[src/mul_operand_pkg.sv]
`default_nettype none

package mul_operand_pkg;

  // activation and weight word widths
  localparam int unsigned DATA_W   = 8;
  localparam int unsigned WEIGHT_W = 8;

  // radix-4 digits, four per operand
  localparam int unsigned DIGIT_W    = 2;
  localparam int unsigned NUM_DIGITS = DATA_W / DIGIT_W;
  localparam int unsigned DPROD_W    = 2 * DIGIT_W;

  // at most one lane per data digit
  localparam int unsigned NUM_LANES = 4;

  // one bit of headroom over the widest 8x8 magnitude
  localparam int unsigned ACC_W  = 17;
  localparam int unsigned PROD_W = 16;

  // final adder lookahead groups
  localparam int unsigned CLA_GRP  = 4;
  localparam int unsigned CLA_NGRP = (ACC_W + CLA_GRP - 1) / CLA_GRP;

  // unsigned activation
  typedef logic        [DATA_W-1:0]   data_t;
  // signed weight word, low field used in P4 and P2
  typedef logic signed [WEIGHT_W-1:0] weight_t;
  // magnitude of a weight, 128 must fit
  typedef logic        [WEIGHT_W-1:0] mag_t;
  typedef logic        [DIGIT_W-1:0]  digit_t;
  typedef logic        [DPROD_W-1:0]  dprod_t;
  // one carry-save vector of a lane
  typedef logic        [ACC_W-1:0]    lane_acc_t;
  typedef logic signed [PROD_W-1:0]   product_t;

endpackage

`default_nettype wire

[src/prec_mode_pkg.sv]
`default_nettype none

package prec_mode_pkg;

  typedef logic [1:0] prec_mode_t;

  // 00 is reserved, handled as P2
  localparam prec_mode_t MODE_RSVD = 2'b00;
  localparam prec_mode_t MODE_P2   = 2'b01;
  localparam prec_mode_t MODE_P4   = 2'b10;
  localparam prec_mode_t MODE_P8   = 2'b11;

  // live lanes per mode
  localparam int unsigned LANES_P2 = 4;
  localparam int unsigned LANES_P4 = 2;
  localparam int unsigned LANES_P8 = 1;

  function automatic int unsigned lane_count(prec_mode_t m);
    case (m)
      MODE_P8: return LANES_P8;
      MODE_P4: return LANES_P4;
      default: return LANES_P2;
    endcase
  endfunction

  // lane that owns data digit d
  function automatic int unsigned lane_of_digit(prec_mode_t m, int unsigned d);
    case (m)
      MODE_P8: return 0;
      MODE_P4: return d >> 1;
      default: return d;
    endcase
  endfunction

  // digit position of data digit d inside its lane
  function automatic int unsigned digit_pos(prec_mode_t m, int unsigned d);
    case (m)
      MODE_P8: return d;
      MODE_P4: return d & 1;
      default: return 0;
    endcase
  endfunction

endpackage

`default_nettype wire

[src/digit_pp_if.sv]
`default_nettype none

// decode register to carry-save stage
interface digit_pp_if (
  input wire clk
);
  import mul_operand_pkg::*;
  import prec_mode_pkg::*;

  // pp[i][j] = data digit i * magnitude digit j of lane(i)
  dprod_t               pp [NUM_DIGITS][NUM_DIGITS];
  // weight sign per lane, low for idle lanes
  logic [NUM_LANES-1:0] sign;
  prec_mode_t           mode;
  logic                 valid;

  modport src (
    input  clk,
    output pp, sign, mode, valid
  );

  // clk only for checks in the combinational reader
  modport dst (
    input clk, pp, sign, mode, valid
  );

endinterface

`default_nettype wire

[src/lane_cs_if.sv]
`default_nettype none

// carry-save pairs per lane into the final adder
interface lane_cs_if;
  import mul_operand_pkg::*;
  import prec_mode_pkg::*;

  // sum + carry is the unsigned lane magnitude
  lane_acc_t            sum   [NUM_LANES];
  lane_acc_t            carry [NUM_LANES];
  logic [NUM_LANES-1:0] sign;
  prec_mode_t           mode;
  logic                 valid;

  modport src (
    output sum, carry, sign, mode, valid
  );

  modport dst (
    input sum, carry, sign, mode, valid
  );

endinterface

`default_nettype wire

[src/csa_reduce.sv]
`default_nettype none

module csa_reduce (
  digit_pp_if.dst i_pp,
  lane_cs_if.src  o_cs
);
  import mul_operand_pkg::*;
  import prec_mode_pkg::*;

  // per lane sum/carry after the last row
  lane_acc_t lane_s [NUM_LANES];
  lane_acc_t lane_c [NUM_LANES];

  // one 3:2 row per digit product and sixteen rows per lane
  // products of other lanes enter as zero
  always_comb
  begin
    lane_acc_t s;
    lane_acc_t c;
    lane_acc_t a;
    lane_acc_t row_s;
    lane_acc_t row_c;
    int unsigned shift;
    for (int k = 0; k < NUM_LANES; k++)
    begin
      s = '0;
      c = '0;
      for (int i = 0; i < NUM_DIGITS; i++)
      begin
        for (int j = 0; j < NUM_DIGITS; j++)
        begin
          // weight of the product is 4^(data pos + mag pos)
          shift = DIGIT_W * (digit_pos(i_pp.mode, i) + j);
          if (lane_of_digit(i_pp.mode, i) == k)
          begin
            a = lane_acc_t'(i_pp.pp[i][j]) << shift;
          end
          else
          begin
            a = '0;
          end
          // full adder per bit with carries moved up one place
          row_s = s ^ c ^ a;
          row_c = ((s & c) | (s & a) | (c & a)) << 1;
          s = row_s;
          c = row_c;
        end
      end
      lane_s[k] = s;
      lane_c[k] = c;
    end
  end

  // true sum stays below 2^15 so dropped top carries are harmless
  always_comb
  begin
    for (int k = 0; k < NUM_LANES; k++)
    begin
      o_cs.sum[k]   = lane_s[k];
      o_cs.carry[k] = lane_c[k];
    end
  end

  // control travels alongside
  assign o_cs.sign  = i_pp.sign;
  assign o_cs.mode  = i_pp.mode;
  assign o_cs.valid = i_pp.valid;

  // lanes above the mode's count hold no products and no weight sign from decode
  for (genvar k = 0; k < NUM_LANES; k++)
  begin : g_idle_chk
    a_idle_lane_zero : assert property (
      @(posedge i_pp.clk)
      (i_pp.valid && (k >= lane_count(i_pp.mode)))
        |-> (!i_pp.sign[k] && (lane_s[k] == '0) && (lane_c[k] == '0))
    ) else $error("idle lane %0d has a nonzero carry-save pair or a set sign", k);
  end

endmodule

`default_nettype wire

[src/lane_result.sv]
`default_nettype none

module lane_result (
  input  wire                 clk,
  input  wire                 i_rst_n,
  lane_cs_if.dst              i_cs,
  output logic                o_valid,
  output mul_operand_pkg::product_t o_mul1,
  output mul_operand_pkg::product_t o_mul2,
  output mul_operand_pkg::product_t o_mul3,
  output mul_operand_pkg::product_t o_mul4
);
  import mul_operand_pkg::*;
  import prec_mode_pkg::*;

  // two-level lookahead, groups of four bits
  function automatic lane_acc_t cla_add(lane_acc_t a, lane_acc_t b);
    lane_acc_t           g;
    lane_acc_t           p;
    lane_acc_t           c;
    logic [CLA_NGRP-1:0] grp_g;
    logic [CLA_NGRP-1:0] grp_p;
    logic [CLA_NGRP-1:0] grp_c;
    g = a & b;
    p = a ^ b;
    for (int n = 0; n < CLA_NGRP; n++)
    begin
      grp_g[n] = 1'b0;
      grp_p[n] = 1'b1;
      for (int i = n * CLA_GRP; i < (n + 1) * CLA_GRP; i++)
      begin
        if (i < ACC_W)
        begin
          grp_g[n] = g[i] | (p[i] & grp_g[n]);
          grp_p[n] = grp_p[n] & p[i];
        end
      end
    end
    // carry into each group, no carry-in at bit 0
    grp_c[0] = 1'b0;
    for (int n = 0; n < CLA_NGRP - 1; n++)
    begin
      grp_c[n+1] = grp_g[n] | (grp_p[n] & grp_c[n]);
    end
    // bit carries inside a group start from its group carry
    for (int n = 0; n < CLA_NGRP; n++)
    begin
      c[n * CLA_GRP] = grp_c[n];
      for (int i = n * CLA_GRP + 1; i < (n + 1) * CLA_GRP; i++)
      begin
        if (i < ACC_W)
        begin
          c[i] = g[i-1] | (p[i-1] & c[i-1]);
        end
      end
    end
    return p ^ c;
  endfunction

  // unsigned magnitude per lane
  lane_acc_t lane_sum  [NUM_LANES];
  product_t  lane_prod [NUM_LANES];
  product_t  mul_q     [NUM_LANES];
  logic      valid_q;
  // largest legal magnitude for the mode
  lane_acc_t max_mag;

  always_comb
  begin
    for (int k = 0; k < NUM_LANES; k++)
    begin
      lane_sum[k] = cla_add(i_cs.sum[k], i_cs.carry[k]);
      // two's complement negate for negative weights
      lane_prod[k] = i_cs.sign[k] ? product_t'(-lane_sum[k]) : product_t'(lane_sum[k]);
    end
  end

  always_comb
  begin
    case (i_cs.mode)
      MODE_P8: max_mag = lane_acc_t'((2**DATA_W - 1) * 2**(WEIGHT_W - 1));
      MODE_P4: max_mag = lane_acc_t'((2**(2 * DIGIT_W) - 1) * 2**(2 * DIGIT_W - 1));
      default: max_mag = lane_acc_t'((2**DIGIT_W - 1) * 2**(DIGIT_W - 1));
    endcase
  end

  // products read zero whenever no result is out
  always_ff @(posedge clk or negedge i_rst_n)
  begin
    if (!i_rst_n)
    begin
      valid_q <= 1'b0;
      mul_q   <= '{default: '0};
    end
    else
    begin
      valid_q <= i_cs.valid;
      for (int k = 0; k < NUM_LANES; k++)
      begin
        mul_q[k] <= i_cs.valid ? lane_prod[k] : '0;
      end
    end
  end

  assign o_valid = valid_q;
  assign o_mul1  = mul_q[0];
  assign o_mul2  = mul_q[1];
  assign o_mul3  = mul_q[2];
  assign o_mul4  = mul_q[3];

  // whole datapath from decode to adder stays inside the mode's range
  for (genvar k = 0; k < NUM_LANES; k++)
  begin : g_range_chk
    a_lane_in_range : assert property (
      @(posedge clk) disable iff (!i_rst_n)
      i_cs.valid |-> (lane_sum[k] <= max_mag)
    ) else $error("lane %0d magnitude %0d out of range", k, lane_sum[k]);
  end

endmodule

`default_nettype wire

[src/multi_precision_mul.sv]
`default_nettype none

module multi_precision_mul (
  input  wire                            clk,
  input  wire                            i_rst_n,
  input  wire                            i_valid,
  input  wire prec_mode_pkg::prec_mode_t i_mode,
  input  wire mul_operand_pkg::data_t    i_data,
  input  wire mul_operand_pkg::weight_t  i_w1,
  input  wire mul_operand_pkg::weight_t  i_w2,
  input  wire mul_operand_pkg::weight_t  i_w3,
  input  wire mul_operand_pkg::weight_t  i_w4,
  output wire                            o_valid,
  output wire mul_operand_pkg::product_t o_mul1,
  output wire mul_operand_pkg::product_t o_mul2,
  output wire mul_operand_pkg::product_t o_mul3,
  output wire mul_operand_pkg::product_t o_mul4
);

  // registered digit products, stage 1
  digit_pp_if pp_bus (
    .clk (clk)
  );

  // combinational carry-save pairs
  lane_cs_if cs_bus ();

  operand_decode i_operand_decode (
    .clk     (clk),
    .i_rst_n (i_rst_n),
    .i_valid (i_valid),
    .i_mode  (i_mode),
    .i_data  (i_data),
    .i_w1    (i_w1),
    .i_w2    (i_w2),
    .i_w3    (i_w3),
    .i_w4    (i_w4),
    .o_pp    (pp_bus)
  );

  csa_reduce i_csa_reduce (
    .i_pp (pp_bus),
    .o_cs (cs_bus)
  );

  // stage 2, outputs two cycles after the input edge
  lane_result i_lane_result (
    .clk     (clk),
    .i_rst_n (i_rst_n),
    .i_cs    (cs_bus),
    .o_valid (o_valid),
    .o_mul1  (o_mul1),
    .o_mul2  (o_mul2),
    .o_mul3  (o_mul3),
    .o_mul4  (o_mul4)
  );

endmodule

`default_nettype wire

[src/operand_decode.sv]
`default_nettype none

module operand_decode (
  input  wire                           clk,
  input  wire                           i_rst_n,
  input  wire                           i_valid,
  input  wire prec_mode_pkg::prec_mode_t i_mode,
  input  wire mul_operand_pkg::data_t   i_data,
  input  wire mul_operand_pkg::weight_t i_w1,
  input  wire mul_operand_pkg::weight_t i_w2,
  input  wire mul_operand_pkg::weight_t i_w3,
  input  wire mul_operand_pkg::weight_t i_w4,
  digit_pp_if.src                       o_pp
);
  import mul_operand_pkg::*;
  import prec_mode_pkg::*;

  // raw weight word per lane
  weight_t              w     [NUM_LANES];
  // weight field sign-extended from the mode width
  weight_t              w_ext [NUM_LANES];
  mag_t                 mag   [NUM_LANES];
  logic [NUM_LANES-1:0] w_neg;
  logic [NUM_LANES-1:0] w_sign;
  // 4x4 array of 2x2 digit products
  dprod_t               pp_d  [NUM_DIGITS][NUM_DIGITS];

  assign w[0] = i_w1;
  assign w[1] = i_w2;
  assign w[2] = i_w3;
  assign w[3] = i_w4;

  // sign/magnitude split per lane
  always_comb
  begin
    for (int k = 0; k < NUM_LANES; k++)
    begin
      case (i_mode)
        MODE_P8: w_ext[k] = w[k];
        // low nibble, sign at bit 3
        MODE_P4: w_ext[k] = weight_t'({{(WEIGHT_W - 2 * DIGIT_W){w[k][2 * DIGIT_W - 1]}},
                                       w[k][2 * DIGIT_W - 1:0]});
        // low crumb, also for reserved 00
        default: w_ext[k] = weight_t'({{(WEIGHT_W - DIGIT_W){w[k][DIGIT_W - 1]}},
                                       w[k][DIGIT_W - 1:0]});
      endcase
      w_neg[k] = w_ext[k][WEIGHT_W-1];
      // -128 gives 8'h80, still correct as unsigned
      mag[k] = w_neg[k] ? mag_t'(-w_ext[k]) : mag_t'(w_ext[k]);
      // idle lanes never negate
      w_sign[k] = w_neg[k] && (k < lane_count(i_mode));
    end
  end

  // digit i of the data meets the magnitude of its own lane
  always_comb
  begin
    digit_t d_dig;
    digit_t m_dig;
    int unsigned lane;
    for (int i = 0; i < NUM_DIGITS; i++)
    begin
      lane  = lane_of_digit(i_mode, i);
      d_dig = i_data[i * DIGIT_W +: DIGIT_W];
      for (int j = 0; j < NUM_DIGITS; j++)
      begin
        // upper digits are zero beyond the lane's field
        m_dig = mag[lane][j * DIGIT_W +: DIGIT_W];
        pp_d[i][j] = dprod_t'(d_dig) * dprod_t'(m_dig);
      end
    end
  end

  // valid is the only control bit
  always_ff @(posedge clk or negedge i_rst_n)
  begin
    if (!i_rst_n)
    begin
      o_pp.valid <= 1'b0;
    end
    else
    begin
      o_pp.valid <= i_valid;
    end
  end

  // payload only moves with a live set
  always_ff @(posedge clk)
  begin
    if (i_valid)
    begin
      o_pp.pp   <= pp_d;
      o_pp.sign <= w_sign;
      o_pp.mode <= i_mode;
    end
  end

  // reserved mode would silently run as P2
  a_no_rsvd_mode : assert property (
    @(posedge clk) disable iff (!i_rst_n)
    i_valid |-> (i_mode != MODE_RSVD)
  ) else $error("valid operand set with reserved mode 00");

endmodule

`default_nettype wire

[config.mk]
export PLATFORM = sky130hd
export DESIGN_NAME = multi_precision_mul
export DESIGN_NICKNAME = d
export VERILOG_FILES = /design/src/mul_operand_pkg.sv /design/src/prec_mode_pkg.sv /design/src/digit_pp_if.sv /design/src/lane_cs_if.sv /design/src/csa_reduce.sv /design/src/lane_result.sv /design/src/multi_precision_mul.sv /design/src/operand_decode.sv
export SDC_FILE = /design/constraint.sdc
export NUM_CORES = 1
export LEC_CHECK = 0
export ABC_AREA = 1
export BUFFER_PORTS_ARGS = -buffer_cell sky130_fd_sc_hd__buf_2
export CAP_MARGIN = 20
export CELL_PAD_IN_SITES_DETAIL_PLACEMENT = 1
export CELL_PAD_IN_SITES_GLOBAL_PLACEMENT = 1
export CORE_MARGIN = 1
export CORE_UTILIZATION = 46
export DETAILED_ROUTE_END_ITERATION = 16
export PLACE_DENSITY = 0.78
export SLEW_MARGIN = 20
export SYNTH_ARGS = -nofsm -noshare
export SYNTH_HDL_FRONTEND = slang
export SYNTH_HIERARCHICAL = 1
export SYNTH_SLANG_ARGS = --single-unit
export TNS_END_PERCENT = 20
[constraint.sdc]
create_clock -name clk -period 8.7 [get_ports clk]
set_input_delay 0.87 -clock clk [delete_from_list [all_inputs] [get_ports clk]]
set_output_delay 0.87 -clock clk [all_outputs]
set_load 0.03 [all_outputs]
==> results.md, run 1 <==
* Final min period at 9030 ps
* Crit path launch type: flip-flop
* Nets@finish at 3,307
* Launch point of the worst reg-to-reg path: i_operand_decode/o_pp.pp[63]
* Max FO, Critical Path at 2
* Initial Utilization at 0.467
* Hold Path Class: input pin to async pin
* Endpoints failing setup at 2
* HPWL Detailed at 41,000 um
* Die area at 45,900 sq um
* Failing checks: negative setup slack
* Gr ovfl total at 0
* Clock sinks at 136
* Routability cong. at 0.859
* Worst path slowest cell: fa_2
* TritonRoute pass-1 iters at 5
* Row Count at 77
* WP data required at 9060 ps
* Core ar. at 44,300 sq um
* Max Fclk at 111 MHz
* Max Slew Vio Count at 0
* Syn avg cell area at 9.60 sq um
* RSZ-0062 raised after global routing: true
* Final Cycle Share at 1.04
* DRT Wirelength at 48,500 um
* DR vias at 15.0k
* # hold bufs at CTS at 0
* Mapped Area at 20,700 sq um
* Clock Pin Slew Worst Setup and Hold Paths at 70 ps
* R2r endpoint: i_lane_result/o_mul1[15]
* PortBufs at 96
* # diodes at 0
* First-pass GRT wire length at 81,800 um
* Antenna Nets Post-Route at 0
* Worst r2r path cells at 35
* Wire per inst at 15.0 um
* Drt drc at 0
* Vias per cell at 4.62
* Max cap viols at 0
* Cells after Synth at 2,157
* Worst Skew at 15.4 ps
* CTS buffer count at 17
* CTS root buf: clkbuf_16
* Antenna violations before repair at 1
* CP endpoint kind: flip-flop
* WS Path Type: flip-flop to flip-flop
* H-tree lvl count at 4
* Layout cells sized above 1 at 0.123
* CP dominant cell by count: fa_2
* Slowest Stage Delay on Critical Path at 620 ps
* Vias in the first global route at 17.5k
* Largest net degree at the start of global routing at 72
* FF-to-FF setup slack at -330 ps
* Post-layout util at 0.545
* Die Height at 214 um
* Worst-case clock buffer depth at 2
* Run status: complete, but fails checks
* Critical path arrival at 9400 ps
* Final hold viol count at 0
* Clock Latency Late Sink at 470 ps
* Synth Warn # at 6
* Setup WS post-layout at -332 ps
* Gr usage total at 0.226
* Worst-margin pin slew at 1000 ps
* Max_slew headroom at 0.332
* CTS tree: yes
* Boundary Pins at 110
* Chip width at 214 um
* Layout area overhead at 16.7%
* DRT iter0 DRCs at 558
-- how the worst max path moves through the flow --
stage,slack (ps),startpoint,end,cells past startpoint
4_1_cts,-560,i_operand_decode/o_pp.pp[63],i_lane_result/o_mul1[15],33
2_1_floorplan,6,i_operand_decode/o_pp.pp[63],i_lane_result/o_mul1[15],35
5_1_grt,-640,i_operand_decode/o_pp.pp[63],i_lane_result/o_mul1[15],35
3_5_place_dp,-510,i_operand_decode/o_pp.pp[63],i_lane_result/o_mul1[15],33
3_3_place_gp,-270,i_operand_decode/o_pp.pp[63],i_lane_result/o_mul1[15],35
6_report,-330,i_operand_decode/o_pp.pp[63],i_lane_result/o_mul1[15],35
-- worst max-delay path: cells and delay by family (launching register included) --
| family | cells | cell delay, ps |
|---|---|---|
| buf+inv | 8 | 460 |
| simple gates | 5 | 390 |
| fa+ha+maj | 19 | 7440 |
| flops | 1 | 400 |
| compound gates | 3 | 240 |
-- cell usage in the layout (no fill, tap or decap), types with 9 or more instances in the layout --
cell type / n
buf_2: 95
o21ai_1: 9
conb_1: 369
nor2_1: 128
nand3_1: 68
nor2_2: 30
edfxtp_1: 70
nand2_1: 261
o21ai_0: 49
fa_1: 369
ha_1: 210
nand2_2: 20
buf_4: 32
clkbuf_16: 17
fa_2: 40
inv_1: 602
nand2_4: 9
dfrtp_1: 65
nor2_4: 12
inv_2: 30
a21oi_1: 89
-- area by class of cell --
| type | count | area (sq um) |
|---|---|---|
| well taps | 592 | 741 |
| repair buffers | 128 | 727 |
| inverters | 633 | 2380 |
| clock buffers | 18 | 429 |
| clock inverters | 14 | 171 |
| flip-flops and latches | 136 | 3750 |
| fillers | 5308 | 20200 |
| multi-input cells | 1719 | 16000 |
-- stage by stage --
step	setup TNS, ps	std cells	worst slack [ps]	hold WS [ps]	cell area (sq um)
after floorplan	0	2524	5.62	426	22200
after global placement	-566	3203	-265	883	23400
after detailed placement	-1900	3203	-511	896	23400
after CTS	-1930	3236	-562	550	24000
after global routing	-2060	3240	-643	596	24200
final	-561	3240	-332	529	24200
-- timing repair --
item                                    in CTS  in global routing
setup buffers                                1                  4
endpoints found under the setup margin      10                 16
gates resized for setup                     23                 48
pin swaps                                   26                 50
-- registers in the layout (all words and copies together) (netlist names) --
| name | count |
|---|---|
| i_operand_decode/o_pp.pp | 64 |
| i_lane_result/o_mul2 | 16 |
| i_lane_result/o_mul3 | 16 |
| i_operand_decode/o_pp.valid | 1 |
| i_lane_result/o_mul1 | 16 |
| i_lane_result/o_valid | 1 |
| i_lane_result/o_mul4 | 16 |
| i_operand_decode/o_pp.sign | 4 |
| i_operand_decode/o_pp.mode | 2 |
-- layer usage --
| metal | global-route usage | vias to the layer above | wire (um) |
|---|---|---|---|
| met5 | 0 | - | 0 |
| met4 | 0.0752 | 0 | 1400 |
| met3 | 0.0304 | 71 | 1490 |
| met2 | 0.432 | 224 | 27000 |
| met1 | 0.255 | 7725 | 18700 |
| li1 | - | 6947 | - |
Power of run 1 is not shown: default switching activity piles up to over one toggle a cycle in this logic, so the estimate is an artifact.
==> inputs of run 2 (changes only) <==
Settings changed: ABC_AREA 1 to not set, CORE_UTILIZATION 46 to 47, PLACE_DENSITY 0.78 to 0.87.
==> results.md, run 2 <==
* Run status: complete, but fails checks (unchanged)
* Failing checks: negative setup slack (unchanged)
* Boundary Pins at 110 (unchanged)
* Initial Utilization at 0.477 (was 0.467)
* Hold Path Class: input pin to async pin (unchanged)
* Layout area overhead at 18.4% (was 16.7%)
* Routability cong. at 0.818 (was 0.859)
* First-pass GRT wire length at 90,400 um (was 81,800 um)
* Clock sinks at 136 (unchanged)
* Launch point of the worst reg-to-reg path: i_operand_decode/o_pp.mode[1] (was i_operand_decode/o_pp.pp[63])
* FF-to-FF setup slack at -940 ps (was -330 ps)
* Final min period at 9640 ps (was 9030 ps)
* DRT iter0 DRCs at 740 (was 558)
* Critical path arrival at 10,040 ps (was 9400 ps)
* DR vias at 14.7k (was 15.0k)
* Most frequent cells in the layout: inv_1, conb_1, fa_1 (was inv_1, fa_1, conb_1)
* Worst Skew at 15.0 ps (was 15.4 ps)
* Endpoints failing setup at 12 (was 2)
* Die area at 44,600 sq um (was 45,900 sq um)
* Layout fillers at 4,845 (was 5,308)
* PortBufs at 96 (unchanged)
* # hold bufs at CTS at 0 (unchanged)
* Mapped Area at 20,600 sq um (was 20,700 sq um)
* Chip width at 211 um (was 214 um)
* Max_slew headroom at 0.345 (was 0.332)
* Drt drc at 0 (unchanged)
* Layout cells sized above 1 at 0.132 (was 0.123)
* CTS tree: yes (unchanged)
* Vias per cell at 4.91 (was 4.62)
* Syn avg cell area at 10.8 sq um (was 9.60 sq um)
* CTS root buf: clkbuf_16 (unchanged)
* Core ar. at 43,100 sq um (was 44,300 sq um)
* Slowest Stage Delay on Critical Path at 620 ps (about the same)
* TritonRoute pass-1 iters at 5 (unchanged)
* Crit path launch type: flip-flop (unchanged)
* Max FO, Critical Path at 6 (was 2)
* Cells after Synth at 1,899 (was 2,157)
* Gr ovfl total at 0 (unchanged)
* Max Slew Vio Count at 0 (unchanged)
* WS Path Type: flip-flop to flip-flop (unchanged)
* H-tree lvl count at 4 (unchanged)
* Die Height at 211 um (was 214 um)
* R2r endpoint: i_lane_result/o_mul2[13] (was i_lane_result/o_mul1[15])
* RSZ-0062 raised after global routing: true (unchanged)
* Max cap viols at 0 (unchanged)
* Largest net degree at the start of global routing at 72 (unchanged)
* Setup WS post-layout at -944 ps (was -332 ps)
* Biggest register: i_operand_decode/o_pp.pp (unchanged)
* Nets@finish at 3,063 (was 3,307)
* Row Count at 76 (was 77)
* Vias in the first global route at 17.5k (about the same)
* Worst r2r path cells at 31 (was 35)
* CP endpoint kind: flip-flop (unchanged)
* Gr usage total at 0.274 (was 0.226)
* CTS buffer count at 17 (unchanged)
* Worst-margin pin slew at 983 ps (was 1000 ps)
* Clock Pin Slew Worst Setup and Hold Paths at 70 ps (about the same)
* Final hold viol count at 0 (unchanged)
* Worst-case clock buffer depth at 2 (unchanged)
* DRT Wirelength at 59,600 um (was 48,500 um)
* Post-layout util at 0.565 (was 0.545)
* Max Fclk at 104 MHz (was 111 MHz)
* Clock Latency Late Sink at 460 ps (was 470 ps)
* Final Cycle Share at 1.11 (was 1.04)
* Largest register FFs at 64 (unchanged)
* Antenna Nets Post-Route at 0 (unchanged)
* Synth Warn # at 6 (unchanged)
* Worst path slowest cell: fa_2 (unchanged)
* Antenna violations before repair at 4 (was 1)
* Wire per inst at 19.9 um (was 15.0 um)
* HPWL Detailed at 46,100 um (was 41,000 um)
* Commonest non-fill, non-tap cell in the layout: inv_1 (unchanged)
* CP dominant cell by count: fa_2 (unchanged)
* WP data required at 9100 ps (was 9060 ps)
[run 2: timing repair]
item / CTS / global route
buffers inserted: 7 / 3
pin swaps: 62 / 42
gates cloned: 0 / 0
resized for setup: 61 / 29
endpoints found under the setup margin: 15 / 15
[run 2: critical path, delay by kind of cell, from the launching register on]
kind / cells / cell delay (ps)
xor+xnor: 1 / 190
fa+ha+maj: 15 / 6460
compound gates: 2 / 330
flops: 1 / 450
buf+inv: 7 / 630
simple gates: 6 / 1520
[run 2: per-stage QoR]
stage	cell area (sq um)	worst slack (ps)	hold WS, ps	TNS, ps	instances
after floorplan	22100	-310	428	-1100	2266
after global placement	23400	-708	794	-3360	2948
after detailed placement	23400	-1170	840	-8910	2948
after CTS	24200	-946	627	-4900	2986
after global routing	24300	-1190	665	-8740	2990
final	24300	-944	607	-5910	2990
[run 2: worst max-delay path by stage]
stage,cells past startpoint,from,slack (ps),end
after CTS,28,i_operand_decode/o_pp.pp[63],-950,i_lane_result/o_mul1[15]
final,31,i_operand_decode/o_pp.mode[1],-940,i_lane_result/o_mul2[13]
after global routing,30,i_operand_decode/o_pp.pp[63],-1190,i_lane_result/o_mul1[15]
after global placement,28,i_operand_decode/o_pp.pp[63],-710,i_lane_result/o_mul1[15]
after detailed placement,28,i_operand_decode/o_pp.pp[63],-1170,i_lane_result/o_mul1[15]
after floorplan,32,i_operand_decode/o_pp.pp[63],-310,i_lane_result/o_mul1[15]
[run 2: layout make-up]
cell class              count  area (sq um)  share of cell area
flip-flops and latches    136          3750               0.154
repair buffers            151           920              0.0378
multi-input cells        1601         16500               0.678
well taps                 585           732              0.0301
clock buffers              19           443              0.0182
inverters                 484          1820              0.0746
clock inverters            13           160             0.00658
diodes                      1          2.50            0.000103
[run 2: routing by layer]
metal,share of wire,up-vias,wire length [um],GRT usage
met5,0.00040,-,24,0
met4,0.076,4,4530,0.193
met3,0.042,262,2520,0.0401
met2,0.55,463,32600,0.517
met1,0.33,7550,20000,0.272
li1,-,6387,-,-
Power of run 2 is left out for the same reason.
